[src/stepper_config.svh]
`ifndef STEPPER_CONFIG_SVH
`define STEPPER_CONFIG_SVH

// microsteps in one quarter of the electrical period.
`define STEPPER_USTEPS 16

// index bits that select a table entry inside a quarter.
`define STEPPER_ANGLE_W 4

// coil current magnitude, full scale is 4095.
`define STEPPER_CUR_W 12

`define STEPPER_TIMER_W 10 // blank, on and off timers.

// cycles with both switches of a leg off when it changes side.
`define STEPPER_DEADTIME 4

`endif

[src/stepper_pkg.sv]
`include "stepper_config.svh"

package stepper_pkg;

    // the same register is stepped as a count and decoded as a phase.
    typedef union packed {
        logic [7:0] count;
        struct packed {
            logic [1:0] quadrant;
            logic [5:0] angle; // only the low STEPPER_ANGLE_W bits select an entry.
        } phase;
    } ustep_pos_t;

    typedef struct packed {
        logic [`STEPPER_CUR_W-1:0] magnitude;
        logic                      polarity; // 1 drives the coil in the positive sense.
    } coil_target_t;

    // first quarter of a sine, scaled to 4095 at ninety degrees.
    localparam logic [`STEPPER_CUR_W-1:0] current_table [0:`STEPPER_USTEPS] = '{
        0,    401,  799,  1189, 1567, 1930, 2275, 2598,
        2896, 3165, 3405, 3611, 3783, 3919, 4016, 4075,
        4095
    };

endpackage

[src/bridge_pkg.sv]
package bridge_pkg;

    // what one half bridge is asked to do.
    typedef enum logic [1:0] {
        leg_off  = 2'd0,
        leg_high = 2'd1,
        leg_low  = 2'd2
    } leg_state_t;

    // chopper cycle of one coil.
    typedef enum logic [1:0] {
        phase_idle  = 2'd0,
        phase_blank = 2'd1, // conducting, comparator ignored.
        phase_on    = 2'd2,
        phase_decay = 2'd3  // both low sides on, current recirculates.
    } chop_phase_t;

endpackage

[src/coil_drive_if.sv]
`timescale 1ns/10ps

interface coil_drive_if;
    import bridge_pkg::*;

    leg_state_t  leg1;
    leg_state_t  leg2;
    chop_phase_t phase;

    modport source (
        output leg1, leg2, phase
    );

    modport sink (
        input leg1, leg2, phase
    );

endinterface

[src/microstep_indexer.sv]
`timescale 1ns/10ps
`include "stepper_config.svh"

module microstep_indexer (
    input  logic                      clk,
    input  logic                      resetn,
    input  logic                      step,
    input  logic                      dir,
    output stepper_pkg::coil_target_t target_a,
    output stepper_pkg::coil_target_t target_b
);
    import stepper_pkg::*;

    localparam int idx_w = `STEPPER_ANGLE_W + 1;
    localparam logic [idx_w-1:0] quarter = idx_w'(`STEPPER_USTEPS);

    logic             step_q;
    logic             step_rise;
    logic             dir_q;
    ustep_pos_t       pos;
    logic [1:0]       quadrant;
    logic [idx_w-1:0] angle;
    logic [idx_w-1:0] idx_a;
    logic [idx_w-1:0] idx_b;

    // the edge is registered so dir and step are taken on the same clock.
    always_ff @(posedge clk) begin
        if (!resetn) begin
            step_q    <= 1'b0;
            step_rise <= 1'b0;
            dir_q     <= 1'b0;
            pos.count <= '0;
        end else begin
            step_q    <= step;
            step_rise <= step & ~step_q;
            dir_q     <= dir;
            if (step_rise) begin
                pos.count <= dir_q ? pos.count + 8'd1 : pos.count - 8'd1;
            end
        end
    end

    assign quadrant = pos.phase.quadrant;
    assign angle    = {1'b0, pos.phase.angle[`STEPPER_ANGLE_W-1:0]};
    assign idx_a    = quadrant[0] ? quarter - angle : angle; // odd quadrants run backwards.
    assign idx_b    = quarter - idx_a;

    always_ff @(posedge clk) begin
        if (!resetn) begin
            target_a <= '{magnitude: current_table[0], polarity: 1'b1};
            target_b <= '{magnitude: current_table[`STEPPER_USTEPS], polarity: 1'b1};
        end else begin
            target_a <= '{magnitude: current_table[idx_a], polarity: ~quadrant[1]};
            target_b <= '{magnitude: current_table[idx_b],
                          polarity: ~(quadrant[1] ^ quadrant[0])};
        end
    end

endmodule

[src/coil_chopper.sv]
`timescale 1ns/10ps
`include "stepper_config.svh"

module coil_chopper (
    input  logic                        clk,
    input  logic                        resetn,
    input  logic                        enable,
    input  logic                        cmp,
    input  stepper_pkg::coil_target_t   target,
    input  logic [`STEPPER_TIMER_W-1:0] off_time,
    input  logic [`STEPPER_TIMER_W-1:0] blank_time,
    input  logic [`STEPPER_TIMER_W-1:0] min_on_time,
    coil_drive_if.source                drive
);
    import bridge_pkg::*;

    chop_phase_t                 phase;
    logic [`STEPPER_TIMER_W-1:0] timer;
    logic [`STEPPER_TIMER_W-1:0] on_cnt; // cycles conducting, current one included.
    logic                        conducting;
    leg_state_t                  drive_side;
    leg_state_t                  return_side;

    // a length of zero still gives one cycle.
    function automatic logic [`STEPPER_TIMER_W-1:0] last_tick(
        input logic [`STEPPER_TIMER_W-1:0] len
    );
        return (len == '0) ? '0 : len - 1'b1;
    endfunction

    always_ff @(posedge clk) begin
        if (!resetn || !enable) begin
            phase  <= phase_idle;
            timer  <= '0;
            on_cnt <= '0;
        end else begin
            case (phase)
                phase_idle: begin
                    phase  <= phase_blank;
                    timer  <= last_tick(blank_time);
                    on_cnt <= 1;
                end
                phase_blank: begin
                    if (on_cnt != '1) on_cnt <= on_cnt + 1'b1;
                    if (timer == '0) begin
                        phase <= phase_on;
                    end else begin
                        timer <= timer - 1'b1;
                    end
                end
                phase_on: begin
                    // the comparator only ends the pulse once the minimum on time is served.
                    if (cmp && on_cnt >= min_on_time) begin
                        phase <= phase_decay;
                        timer <= last_tick(off_time);
                    end else if (on_cnt != '1) begin
                        on_cnt <= on_cnt + 1'b1;
                    end
                end
                default: begin
                    if (timer == '0) begin
                        phase  <= phase_blank;
                        timer  <= last_tick(blank_time);
                        on_cnt <= 1;
                    end else begin
                        timer <= timer - 1'b1;
                    end
                end
            endcase
        end
    end

    assign conducting  = (phase == phase_blank) || (phase == phase_on);
    assign drive_side  = target.polarity ? leg_high : leg_low;
    assign return_side = target.polarity ? leg_low : leg_high;

    // slow decay keeps both legs on the low side.
    assign drive.leg1  = conducting ? drive_side :
                         (phase == phase_decay) ? leg_low : leg_off;
    assign drive.leg2  = conducting ? return_side :
                         (phase == phase_decay) ? leg_low : leg_off;
    assign drive.phase = phase;

endmodule

[src/bridge_output_stage.sv]
`timescale 1ns/10ps
`include "stepper_config.svh"

module bridge_output_stage (
    input  logic        clk,
    input  logic        resetn,
    input  logic        enable,
    input  logic        invert_high,
    input  logic        invert_low,
    input  logic [7:0]  cp_period,
    coil_drive_if.sink  coil_a,
    coil_drive_if.sink  coil_b,
    output logic [3:0]  s_h, // bit 0 is a1, then a2, b1, b2.
    output logic [3:0]  s_l,
    output logic        chargepump
);
    import bridge_pkg::*;

    localparam int dead_w = $clog2(`STEPPER_DEADTIME + 1);
    localparam logic [dead_w-1:0] dead_load = dead_w'(`STEPPER_DEADTIME - 1);

    leg_state_t        req [4];
    leg_state_t        side [4];      // last side that conducted.
    leg_state_t        side_next [4];
    logic [dead_w-1:0] dead [4];
    logic [dead_w-1:0] dead_next [4];
    logic [3:0]        gate_h;
    logic [3:0]        gate_l;
    logic [7:0]        cp_cnt;

    assign req[0] = coil_a.leg1;
    assign req[1] = coil_a.leg2;
    assign req[2] = coil_b.leg1;
    assign req[3] = coil_b.leg2;

    always_comb begin
        for (int i = 0; i < 4; i++) begin
            side_next[i] = side[i];
            dead_next[i] = '0;
            gate_h[i]    = 1'b0;
            gate_l[i]    = 1'b0;
            if (dead[i] != '0) begin
                dead_next[i] = dead[i] - 1'b1;
            end else if (req[i] != leg_off) begin
                side_next[i] = req[i];
                if (side[i] != leg_off && side[i] != req[i]) begin
                    dead_next[i] = dead_load; // this cycle is the first of the dead time.
                end else begin
                    gate_h[i] = (req[i] == leg_high);
                    gate_l[i] = (req[i] == leg_low);
                end
            end
        end
    end

    // disabling drops every gate on the next edge.
    always_ff @(posedge clk) begin
        if (!resetn || !enable) begin
            s_h <= {4{invert_high}};
            s_l <= {4{invert_low}};
            for (int i = 0; i < 4; i++) begin
                side[i] <= leg_off;
                dead[i] <= '0;
            end
        end else begin
            s_h  <= gate_h ^ {4{invert_high}};
            s_l  <= gate_l ^ {4{invert_low}};
            side <= side_next;
            dead <= dead_next;
        end
    end

    always_ff @(posedge clk) begin
        if (!resetn || !enable) begin
            cp_cnt     <= '0;
            chargepump <= 1'b0;
        end else if (cp_cnt == cp_period) begin
            cp_cnt     <= '0;
            chargepump <= ~chargepump;
        end else begin
            cp_cnt <= cp_cnt + 8'd1;
        end
    end

endmodule

[src/microstepper_top.sv]
`timescale 1ns/10ps
`include "stepper_config.svh"

module microstepper_top (
    input  logic                        clk,
    input  logic                        resetn,
    input  logic                        step,
    input  logic                        dir,
    input  logic                        enable,
    input  logic                        cmp_a,
    input  logic                        cmp_b,
    input  logic [`STEPPER_TIMER_W-1:0] off_time,
    input  logic [`STEPPER_TIMER_W-1:0] blank_time,
    input  logic [`STEPPER_TIMER_W-1:0] min_on_time,
    input  logic [7:0]                  cp_period,
    input  logic                        invert_high,
    input  logic                        invert_low,
    output logic [3:0]                  s_h,
    output logic [3:0]                  s_l,
    output logic [`STEPPER_CUR_W-1:0]   target_a,
    output logic [`STEPPER_CUR_W-1:0]   target_b,
    output logic                        chargepump
);
    import stepper_pkg::*;

    coil_target_t tgt_a;
    coil_target_t tgt_b;

    coil_drive_if coil_a ();
    coil_drive_if coil_b ();

    microstep_indexer indexer (
        .clk      (clk),
        .resetn   (resetn),
        .step     (step),
        .dir      (dir),
        .target_a (tgt_a),
        .target_b (tgt_b)
    );

    coil_chopper chop_a (
        .clk         (clk),
        .resetn      (resetn),
        .enable      (enable),
        .cmp         (cmp_a),
        .target      (tgt_a),
        .off_time    (off_time),
        .blank_time  (blank_time),
        .min_on_time (min_on_time),
        .drive       (coil_a)
    );

    coil_chopper chop_b (
        .clk         (clk),
        .resetn      (resetn),
        .enable      (enable),
        .cmp         (cmp_b),
        .target      (tgt_b),
        .off_time    (off_time),
        .blank_time  (blank_time),
        .min_on_time (min_on_time),
        .drive       (coil_b)
    );

    bridge_output_stage bridge (
        .clk         (clk),
        .resetn      (resetn),
        .enable      (enable),
        .invert_high (invert_high),
        .invert_low  (invert_low),
        .cp_period   (cp_period),
        .coil_a      (coil_a),
        .coil_b      (coil_b),
        .s_h         (s_h),
        .s_l         (s_l),
        .chargepump  (chargepump)
    );

    // the reference DAC outside takes only the magnitudes.
    assign target_a = tgt_a.magnitude;
    assign target_b = tgt_b.magnitude;

endmodule

[config.mk]
export PLATFORM = sky130hd
export DESIGN_NAME = microstepper_top
export DESIGN_NICKNAME = d
export VERILOG_FILES = /design/src/stepper_pkg.sv /design/src/bridge_pkg.sv /design/src/coil_drive_if.sv /design/src/microstep_indexer.sv /design/src/coil_chopper.sv /design/src/bridge_output_stage.sv /design/src/microstepper_top.sv
export VERILOG_INCLUDE_DIRS = /design/src
export SDC_FILE = /design/constraint.sdc
export NUM_CORES = 1
export LEC_CHECK = 0
export BUFFER_PORTS_ARGS = -buffer_cell sky130_fd_sc_hd__buf_2
export CELL_PAD_IN_SITES_DETAIL_PLACEMENT = 1
export CELL_PAD_IN_SITES_GLOBAL_PLACEMENT = 2
export CORE_MARGIN = 4
export CORE_UTILIZATION = 35
export CTS_CLUSTER_DIAMETER = 50
export DETAILED_ROUTE_END_ITERATION = 7
export GPL_ROUTABILITY_DRIVEN = 0
export GPL_TIMING_DRIVEN = 0
export PLACE_DENSITY_LB_ADDON = 0.1
export SYNTH_ARGS = -nofsm -noshare
export SYNTH_HDL_FRONTEND = slang
export SYNTH_SLANG_ARGS = --single-unit
[constraint.sdc]
create_clock -name clk -period 4.7 [get_ports clk]
set_clock_uncertainty 0.15 [all_clocks]
set_input_delay 0 -clock clk [delete_from_list [all_inputs] [get_ports clk]]
set_output_delay 0 -clock clk [all_outputs]
set_load 0.05 [all_outputs]
-- Yosys cells after proc, flatten, opt, wreduce, memory -nomap -nowiden
Memories as Yosys holds them, arrays and structs flattened. A register that Yosys moved wholly into a read port is not among the register bits.
Index checks and enable logic that the tools add are counted.
- word-level logic and storage cells: 208
- bits of input ports: 47
- memories kept: 2
- output and inout port bits: 33
- bits in registers: 94
- ROM bits: 768
- memory list (name ; depth ; bits a word ; read ports ; clocked after Yosys merged registers in ; wr ports ; RTL line ; text):
    (name not given) ; 32 ; 12 ; 1 ; 1 ; 0 ; microstep_indexer.sv:53 ; target_a <= '{magnitude: current_table[idx_a], polarity: ~quadrant[1]};
    (name not given) ; 32 ; 12 ; 1 ; 1 ; 0 ; microstep_indexer.sv:54 ; target_b <= '{magnitude: current_table[idx_b],
- mux-type cells: 76
- reduce and logical (&&, ||, !) cells: 46
- equality and inequality tests: 29
- add/subtract/negate cells: 15
- bitwise operators: 14
- $lt $le $gt $ge: 2
- operators with widths (operator ; count):
    two-way mux 10 bit ; 14
    case mux 10 bit (3 select lines) ; 4
    zero test 10 bit ; 4
    two-way mux 2 bit ; 20
    subtractor 10 x 1 -> 10 bit (second input constant) ; 4
    two-way mux 1 bit ; 24
    two-way mux 3 bit ; 8
    adder 10 x 1 -> 10 bit (second input constant) ; 2
    >= comparator 10 bit ; 2
    != test 10 bit (second input constant) ; 2
    nonzero test 3 bit ; 6
    adder 8 x 1 -> 8 bit (second input constant) ; 2
    equality test 2 bit (second input constant) ; 8
    AND reduction 2 bit ; 8
    nonzero test 2 bit ; 8
    equality test 2 x 1 -> 1 bit (second input constant) ; 6
    NOT 5 -> 6 bit ; 2
    case mux 2 bit (3 select lines) ; 2
    subtractor 3 x 1 -> 3 bit (second input constant) ; 4
    equality test 8 bit ; 1
    two-way mux 4 bit ; 2
    two-way mux 8 bit ; 1
    != test 2 x 1 -> 1 bit (second input constant) ; 4
    != test 2 bit ; 4
    16 further kinds ; 40

-- Depth between registers and ports, before layout
Gate-level depths: netlist of the first run.
- word-level depth: 10
- gate-level depth with buffers: 10
- gate-level depth less buffers: 9

-- By module
A second synthesis of the first run with hierarchy kept.
- cell total of the unflattened synthesis: 1076
- area, all modules: 8738.4 um2
- modules (own cells, without submodules) (module ; times used ; sequential area each (um2) ; area an instance (um2) ; cells each):
    coil_chopper ; 2 ; 440.4 ; 2416.1 ; 313
    microstep_indexer ; 1 ; 740.7 ; 2268.4 ; 261
    bridge_output_stage ; 1 ; 740.7 ; 1637.8 ; 189

-- Worst setup path after synthesis of the first run
Ideal clock, no wire load.
- path kind: flip-flop to flip-flop
- start: reg indexer.pos[0] (netlist name)
- end: reg indexer.target_b[11] (netlist name)
- data required time: 4.414 ns
- path buffers: 1
- library setup time: 0.136 ns
- data arrival time: 2.553 ns
- cell stages (with the launch flop): 11
- setup slack: 1.861 ns
- period minus slack after synthesis: 2.839 ns
- cell sequence: dfxtp_1 -> inv_1 -> ha_1 -> mux2_2 -> inv_1 -> ha_1 -> clkbuf_1 -> xnor2_1 -> nand2_1 -> a21boi_0 -> o21ai_0
- longest elaborated chain between the ends: 4
- RTL lines (element ; RTL line ; text):
    start: declaration ; microstep_indexer.sv:20 ; ustep_pos_t pos;
    subtractor 5 x 4 -> 5 bit ; microstep_indexer.sv:45 ; assign idx_a = quadrant[0] ? quarter - angle : angle;
    two-way mux 5 bit (*) ; microstep_indexer.sv:45 ;
    subtractor 5 bit (*) ; microstep_indexer.sv:46 ; assign idx_b = quarter - idx_a;
    NOT 5 -> 6 bit (not written as such) (*) ; microstep_indexer.sv:54 ;
Every way passes the cells marked *; elsewhere a longest branch is shown, timed or not.
A chain may end at the register's enable or synchronous reset.

-- Final worst setup path of the first run
- start: reg indexer.pos[0] (netlist name)
- end: reg indexer.target_b[11] (netlist name)
- longest elaborated chain between the ends: 4
- RTL lines (element ; RTL line):
    subtractor 5 x 4 -> 5 bit ; microstep_indexer.sv:45
    two-way mux 5 bit (*) ; microstep_indexer.sv:45
    subtractor 5 bit (*) ; microstep_indexer.sv:46
    NOT 5 -> 6 bit (not written as such) (*) ; microstep_indexer.sv:54
Marked as above.

==> out/results.txt, run 1 <==
TritonCTS built the clock tree. Setup slack on the worst reg-to-reg path comes out at 1.12 ns. Slowest cell on the critical path: sky130_fd_sc_hd__dfxtp_1. The number of buffers and inverters on the critical path works out to 3. Once routing completed, OpenROAD measured the worst setup slack at 1.123 ns. In the post-synthesis netlist, the biggest area contributors are sky130_fd_sc_hd__dfxtp_1 (29%), sky130_fd_sc_hd__ha_1 (10%), sky130_fd_sc_hd__nor2_1 (5.3%). The share of synthesized registers carrying an async set or reset was 0%; the leakage power of the design was 3.792 nW. The number of antenna diodes in the final layout is 0. The tools report the via count of the first global-routing pass as 7,960.

The flow ran to the end, and the final reports show no timing, DRC or antenna violations. Across the run, the number of max-cap violations was 0. The number of buffers added on ports is 79. The endpoint required time on the critical path is 4.84 ns.

Summed over all instances, the cell type with the most area after synthesis is sky130_fd_sc_hd__dfxtp_1. Of the synthesized area, sequential elements account for 29.03%. TritonCTS created 17 clock buffers. The total global routing track utilization came out at 19.95%. Yosys printed 0 warnings. Type of the most critical hold path: in2reg. In this run, synthesis produced a sequential element count of 118.

The clock transition at the register clock pins on the worst setup and hold paths after CTS was 0.06 ns. The tools report the startpoint kind of the worst setup timing path as a flip-flop. The worst path uses 76.11% of the clock period. At the pin with the least slew margin, the transition time is 1.149 ns.

Summing internal, switching and leakage power gives 0.003772 W. Setup repair after global routing left no endpoint under its margin. Setup violations remaining at the end of the flow were counted as 0. The number of nets in the synthesized netlist is 1,114.

By count the netlist is led by sky130_fd_sc_hd__dfxtp_1 (118), sky130_fd_sc_hd__nor2_1 (114), sky130_fd_sc_hd__nand2_1 (80). In this run, synthesis inferred 0 flip-flops with an integrated enable. Yosys mapped the design onto 78 distinct sky130hd cell types. Counting every instance in the synthesized netlist gives 999.

The worst pin sits at a relative slew slack of 22.68%. The core outline area was 22,780 um^2. Global routing finished with a remaining overflow of 0. Dividing the detail-routed wire length by the instance count gives 18.11 um. 80 I/O pins were placed. CTS placed an instance of sky130_fd_sc_hd__clkbuf_16 at the clock tree root. The logs give 0.2796 GHz for the maximum achievable frequency and 35.72% for the initial core utilization.

At the placement stage, the worst setup path has a slack of 1.169 ns. The number of antenna violations at the first check in global routing was 0; the number of buffers on the longest clock path was 2. For the final routed database, the setup TNS stands at 0 ns. The run gives 25,990 um as the total detailed-routing wirelength. Among all flip-flop cells after synthesis, the most frequent one is sky130_fd_sc_hd__dfxtp_1. The die is 160.5 um tall. For this run, design rule violations remaining after detail routing come to 0.

In this run, post-CTS repair resized a total of 0 instances. For the data arrival time of the worst path, the log shows 3.71 ns. The via count normalized by instance count was 5.436; the peak fanout along the critical path was 11. STA classifies the critical path endpoint as a flip-flop.

In this run the power density over the cells is 392.0 nW/um^2. The largest net degree at the start of global routing was 17. The number of clock sinks was 118; the number of standard-cell rows in the floorplan was 55.

On the worst path, the slowest cell contributes a delay of 0.61 ns. The floorplan step defined a die boundary enclosing 25,750 um^2. The synthesized area was 8137 um^2; the clock latency on the worst-skew pair was 0.42 ns.

Yosys instantiated no cell more often than sky130_fd_sc_hd__dfxtp_1. The time the final worst path needs with I/O delays and setup came out at 3.577 ns. The largest voltage drop on the vdd net was 0.0001817 V; the average footprint of a synthesized cell was 8.145 um^2. The logs give 42,150 um for the global-route wire length before repair and 0 for the hold violation total from the final report. The H-tree was split into 4 levels.

After routing the design area is 9623 um^2. For this run, the post-layout net count is 1,225. Once layout is complete, the utilization of the core stands at 42.25%.

The logs give 7,800 for the routed via count and 364 for the starting DRC count in detailed routing. The placement-stage cell area was 8936 um^2; the number of filler cells placed in the layout was 2,792. The pre-antenna-repair detailed-routing pass consisted of 4 iterations. The width of the die was 160.5 um; the final HPWL from detailed placement was 19,340 um. Share of post-route cells with drive strength above 1: 13.46%. The count of nets left with antenna violations after detail routing is 0, and the area share of the largest cell type after synthesis is 29.03%.

The count of pins over their slew limit came out at 0. The cell class contributing the biggest share of worst-path delay was buffers and inverters. Walking the worst path, the cells encountered are inv_1 > ha_1 > mux2_2 > inv_1 > ha_1 > clkbuf_1 > xnor2_1 > nand2_1 > a21boi_0 > o21ai_0.

The category of the most critical setup path is reg2reg. Layout overhead on the synthesized area: 18.27%.
==> power by group <==
part,switching (W),internal [W],leakage [nW]
clock,0.000503,0.000805,0.273
sequential,0.0000605,0.00108,0.964
combinational,0.000852,0.000468,2.55
total,0.00141,0.00236,3.79
==> cells by family after synthesis <==
group | synth area share, %
and+or+nand+nor | 23.34
AOI/OAI and AO/OA | 22.79
DFF | 29.03
buffers and inverters | 5.151
adders and majority gates | 10.55
xor gates and xnor gates | 6.351
muxes | 2.783
==> routing by layer <==
metal	wire length [um]	part of all wire (%)	vias up	track usage [%]
met2	12610	49	113	34.31
met3	702	2.7	11	2.874
met5	0	0	-	0
li1	-	-	3869	-
met4	204	0.78	0	4.654
met1	12470	48	3807	26.48
==> flip-flops by register name, summed over array words and instances (netlist names), 10 cells and up <==
register,count
bridge.dead,12
chop_b.on_cnt,10
chop_b.timer,10
chop_a.timer,10
indexer.target_b,13
chop_a.on_cnt,10
indexer.target_a,13
==> cell type report <==
cell class / instances / area (um^2) / area share, %
clock inverters: 8 / 98.84 / 1.027
repair buffers: 92 / 520.5 / 5.409
plain buffers: 50 / 227.7 / 2.366
inverters: 51 / 191.4 / 1.989
well taps: 313 / 391.6 / 4.070
clock buffers: 23 / 467.9 / 4.863
flip-flops and latches: 118 / 2362 / 24.55
multi-input cells: 780 / 5363 / 55.73
==> worst register-to-register path: cells and delay by family, from the launching register on <==
kind                     cells  cell delay, ns
XOR/XNOR                     1            0.31
adder cells (fa/ha/maj)      2            0.61
AO/OA/AOI/OAI                2            0.30
AND/OR/NAND/NOR              1            0.17
buffers and inverters        3            0.92
flip-flops                   1            0.61
multiplexers                 1            0.37
==> cells in the final DEF, fill, tap and decap left out, types with 27 or more instances in the layout <==
cell type,instances
sky130_fd_sc_hd__nor2_1,114
sky130_fd_sc_hd__buf_2,82
sky130_fd_sc_hd__o21ai_0,45
sky130_fd_sc_hd__inv_1,51
sky130_fd_sc_hd__clkbuf_1,44
sky130_fd_sc_hd__xnor2_1,38
sky130_fd_sc_hd__a21oi_1,45
sky130_fd_sc_hd__ha_1,67
sky130_fd_sc_hd__dfxtp_1,118
sky130_fd_sc_hd__nand3_1,37
sky130_fd_sc_hd__nand2_1,80
sky130_fd_sc_hd__nor3_1,27
==> worst paths after layout <==
check / start / to / depth (start not counted)
worst max-delay path: indexer.pos[0]$_SDFFE_PN0P_ / indexer.target_b[11]$_SDFF_PN1_ / 10
worst min-delay path: cp_period[0] / bridge.cp_cnt[0]$_SDFF_PP0_ / 5
worst max register to register: indexer.pos[0]$_SDFFE_PN0P_ / indexer.target_b[11]$_SDFF_PN1_ / 10
worst min register to register: indexer.step_q$_SDFF_PN0_ / indexer.step_rise$_SDFF_PN0_ / 1
==> per-stage QoR <==
step / hold WS (ns) / cells
CTS: 0.03842 / 1435
detailed placement: 0.07310 / 1392
global placement: 0.05691 / 1391
floorplan: -0.05334 / 999
global route: 0.08018 / 1435
finish: 0.02870 / 1435
==> repair_timing <==
| action | CTS | global route |
|---|---|---|
| endpoints found under the hold margin | 18 | 0 |
| hold buffers | 12 | 0 |
| setup buffers | 0 | 0 |
No activity file was read; power rests on OpenSTA's default activity.
==> inputs of run 2 (changes only) <==
==> constraint.sdc (replaced) <==
create_clock -name clk -period 3.59 [get_ports clk]
set_clock_uncertainty 0.15 [all_clocks]
set_input_delay 0 -clock clk [delete_from_list [all_inputs] [get_ports clk]]
set_output_delay 0 -clock clk [all_outputs]
set_load 0.05 [all_outputs]
==> out/results.txt, run 2 (same netlist as run 1, synthesis figures left out) <==
The run gives 0.4361 ns (-0.6870 ns) as the final worst slack. The tools report the number of nets in the final layout as 1,225 (unchanged). The number of H-tree branching levels is 4 (unchanged), and the summed negative setup slack over all endpoints is 0 ns (unchanged). The worst setup timing slack at the placement stage is 0.05920 ns (-1.110 ns). Total die area: 25,750 um^2 (unchanged). The logs give 55 (unchanged) for the number of standard-cell rows in the floorplan and 2 (unchanged) for the number of buffers on the longest clock path. Biggest cell delay along the critical path: 0.48 ns (-0.13 ns).

Cell class contributing the biggest share of worst-path delay: buffers and inverters. Number of buffers created by CTS: 17 (unchanged). The endpoint required time on the critical path came out at 3.74 ns (-1.10 ns).

The internal portion of total power came out at 0.003092 W (+31%). The number of search-and-repair iterations in the first detailed-routing pass is 5 (+1). The number of buffers added on ports is 79 (unchanged), and the power density of the placed cells is 511.8 nW/um^2 (+31%). The logs give 0.001852 W (+31%) for the net switching power of the design and 22,780 um^2 (unchanged) for the core outline area.

The run finished with clean final reports. The most common cell after layout, fill and taps aside is sky130_fd_sc_hd__dfxtp_1. Global-route layer with the greatest usage: met2. For the share of total power in combinational logic, the log shows 35.1% (about the same). The clock transition at the register clock pins on the worst setup and hold paths after CTS was 0.06 ns (about the same). The fraction of power spent switching nets is 37.45% (-0.054 points). The largest registers in the layout are indexer.target_a: 13 flops, indexer.target_b: 13 flops, bridge.dead: 12 flops.

The number of buffers and inverters on the critical path is 3 (unchanged). The number of clock sinks is 118 (unchanged), and the time the final worst path needs with I/O delays and setup is 3.154 ns (-0.4230 ns). The run gives 3.31 ns (-0.40 ns) as the data arrival time of the worst path. The total global routing track utilization was 19.95% (unchanged). TritonCTS built the clock tree. The transition time at the pin with the least slew margin was 1.127 ns (-0.02199 ns). The tools report the largest voltage drop on the vdd net as 0.0002335 V (+29%). The logs give 0 (unchanged) for the total inserted antenna cells and 0 (unchanged) for the number of post-CTS setup repair buffers.

The largest net degree at the start of global routing was 17 (unchanged). Setup repair after global routing left no endpoint under its margin. The placement-stage cell area is 8936 um^2 (unchanged). The total setup violations reported at the end of the flow is 0 (unchanged), and the final HPWL from detailed placement is 19,340 um (unchanged).

The sequential share of power was 30.3% (about the same); the number of antenna violations at the first check in global routing was 0 (unchanged). The count of pins over their slew limit is 0 (unchanged). The worst setup path is of the reg2reg kind. The worst setup path is launched from a flip-flop.

For the count of nets left with antenna violations after detail routing, the log shows 0 (unchanged). The maximum achievable frequency is 0.3171 GHz (+13%), and the met2 demand-to-capacity share in global routing is 34.31% (unchanged). The post-detailed-route DRC marker count is 0 (unchanged). The top cell types in the final layout, fill and taps aside, are sky130_fd_sc_hd__dfxtp_1 (117), sky130_fd_sc_hd__nor2_1 (114), sky130_fd_sc_hd__buf_2 (82), sky130_fd_sc_hd__nand2_1 (80), sky130_fd_sc_hd__ha_1 (67). The width of the die works out to 160.5 um (unchanged). The final cycle utilization of the critical path came out at 87.85% (+12 points). Clock tree synthesis selected as its root buffer the cell sky130_fd_sc_hd__clkbuf_16. The tools report the global-route wire length before repair as 42,150 um (unchanged).

The logs give 0 (unchanged) for the number of maximum-capacitance violations and 35.72% (unchanged) for the initial core utilization. The clock power share was 34.5% (-0.2 points); the share of post-route cells with drive strength above 1 was 14.17% (+0.71 points). The number of top-level pins is 80 (unchanged). For the met1 demand-to-capacity share in global routing, the log shows 26.48% (unchanged).

The post-layout total power was 0.004943 W (+31%). The logs give 2.874% (unchanged) for the met3 global-route usage and 0 (unchanged) for the total congestion overflow. Walking the worst path, the cells encountered are inv_1 > ha_1 > mux2_2 > inv_1 > ha_1 > clkbuf_2 > xnor2_2 > nand2_1 > a21boi_0 > o21ai_0. The worst-case headroom to the max-slew limit is 24.16% (+1.5 points), and the hold violation total from the final report is 0 (unchanged).

The wire length per cell after detailed routing was 18.15 um (+0.20%); the clock latency on the worst-skew pair was 0.42 ns (about the same). The height of the chip is 160.5 um (unchanged). For the leakage power of the design, the log shows 3.822 nW (+0.81%).

Finished layout cell area: 9658 um^2 (+0.36%). STA classifies the critical path endpoint as a flip-flop. The largest individual stage delay along the critical path comes from the cell sky130_fd_sc_hd__dfxtp_2. The peak fanout along the critical path is 11 (unchanged), and the via count of the first global-routing pass is 7,960 (unchanged). The total detailed-routing wirelength was 26,040 um (+0.20%). The logs give 7,784 (-0.21%) for the routed via count and 408 (+12%) for the starting DRC count in detailed routing. The via count normalized by instance count works out to 5.424 (-0.21%). The worst hold path belongs to the class in2reg. From synthesis to final layout, the design area changed by 18.70%.
run 2: area by class of cell:
class	count	area (um^2)
fillers	2787	13120
multi-input cells	780	5393
flip-flops and latches	118	2364
repair buffers	92	520.5
clock buffers	23	467.9
well taps	313	391.6
plain buffers	50	231.5
inverters	51	191.4
clock inverters	8	98.84
run 2: per-stage QoR:
stage	hold slack, ns	instances	util (%)
after floorplan	-0.05334	999	-
after global routing	0.08018	1435	42.40
after CTS	0.03842	1435	42.25
after detailed placement	0.07310	1392	39.23
final	0.02806	1435	42.40
after global placement	0.05691	1391	39.18
run 2: path summary, 6_finish.rpt:
check / depth (start not counted) / slack (ns) / end / startpoint
worst min register to register: 1 / 0.23 / indexer.step_rise$_SDFF_PN0_ / indexer.step_q$_SDFF_PN0_
worst max-delay path: 10 / 0.44 / indexer.target_b[11]$_SDFF_PN1_ / indexer.pos[0]$_SDFFE_PN0P_
worst max register to register: 10 / 0.44 / indexer.target_b[11]$_SDFF_PN1_ / indexer.pos[0]$_SDFFE_PN0P_
worst min-delay path: 5 / 0.03 / bridge.cp_cnt[0]$_SDFF_PP0_ / cp_period[0]
run 2: repair_timing:
| action | 4_1_cts | 5_1_grt |
|---|---|---|
| hold buffers | 12 | 0 |
| setup endpoints to repair | 0 | 14 |
| endpoints found under the hold margin | 18 | 0 |
| gates resized for setup | 0 | 10 |
run 2: power by group through the flow:
stage               Sequential (W)  Combinational, W  Clock, W
floorplan                  0.00170           0.00107         0
global placement           0.00152           0.00170         0
detailed placement         0.00153           0.00170         0
CTS                        0.00150           0.00173   0.00175
global route               0.00151           0.00191   0.00181
finish                     0.00150           0.00174   0.00171
run 2: layer usage:
layer,part of all wire (%),vias up
li1,-,3862
met1,48,3802
met2,48,105
met3,2.5,15
met4,0.92,0
met5,0,-
run 2: worst min-delay path, delay by kind of cell:
family	cells	cell delay, ns
AO/OA/AOI/OAI	1	0.21
XOR/XNOR	1	0.05
buffers and inverters	1	0.08
AND/OR/NAND/NOR	2	0.22
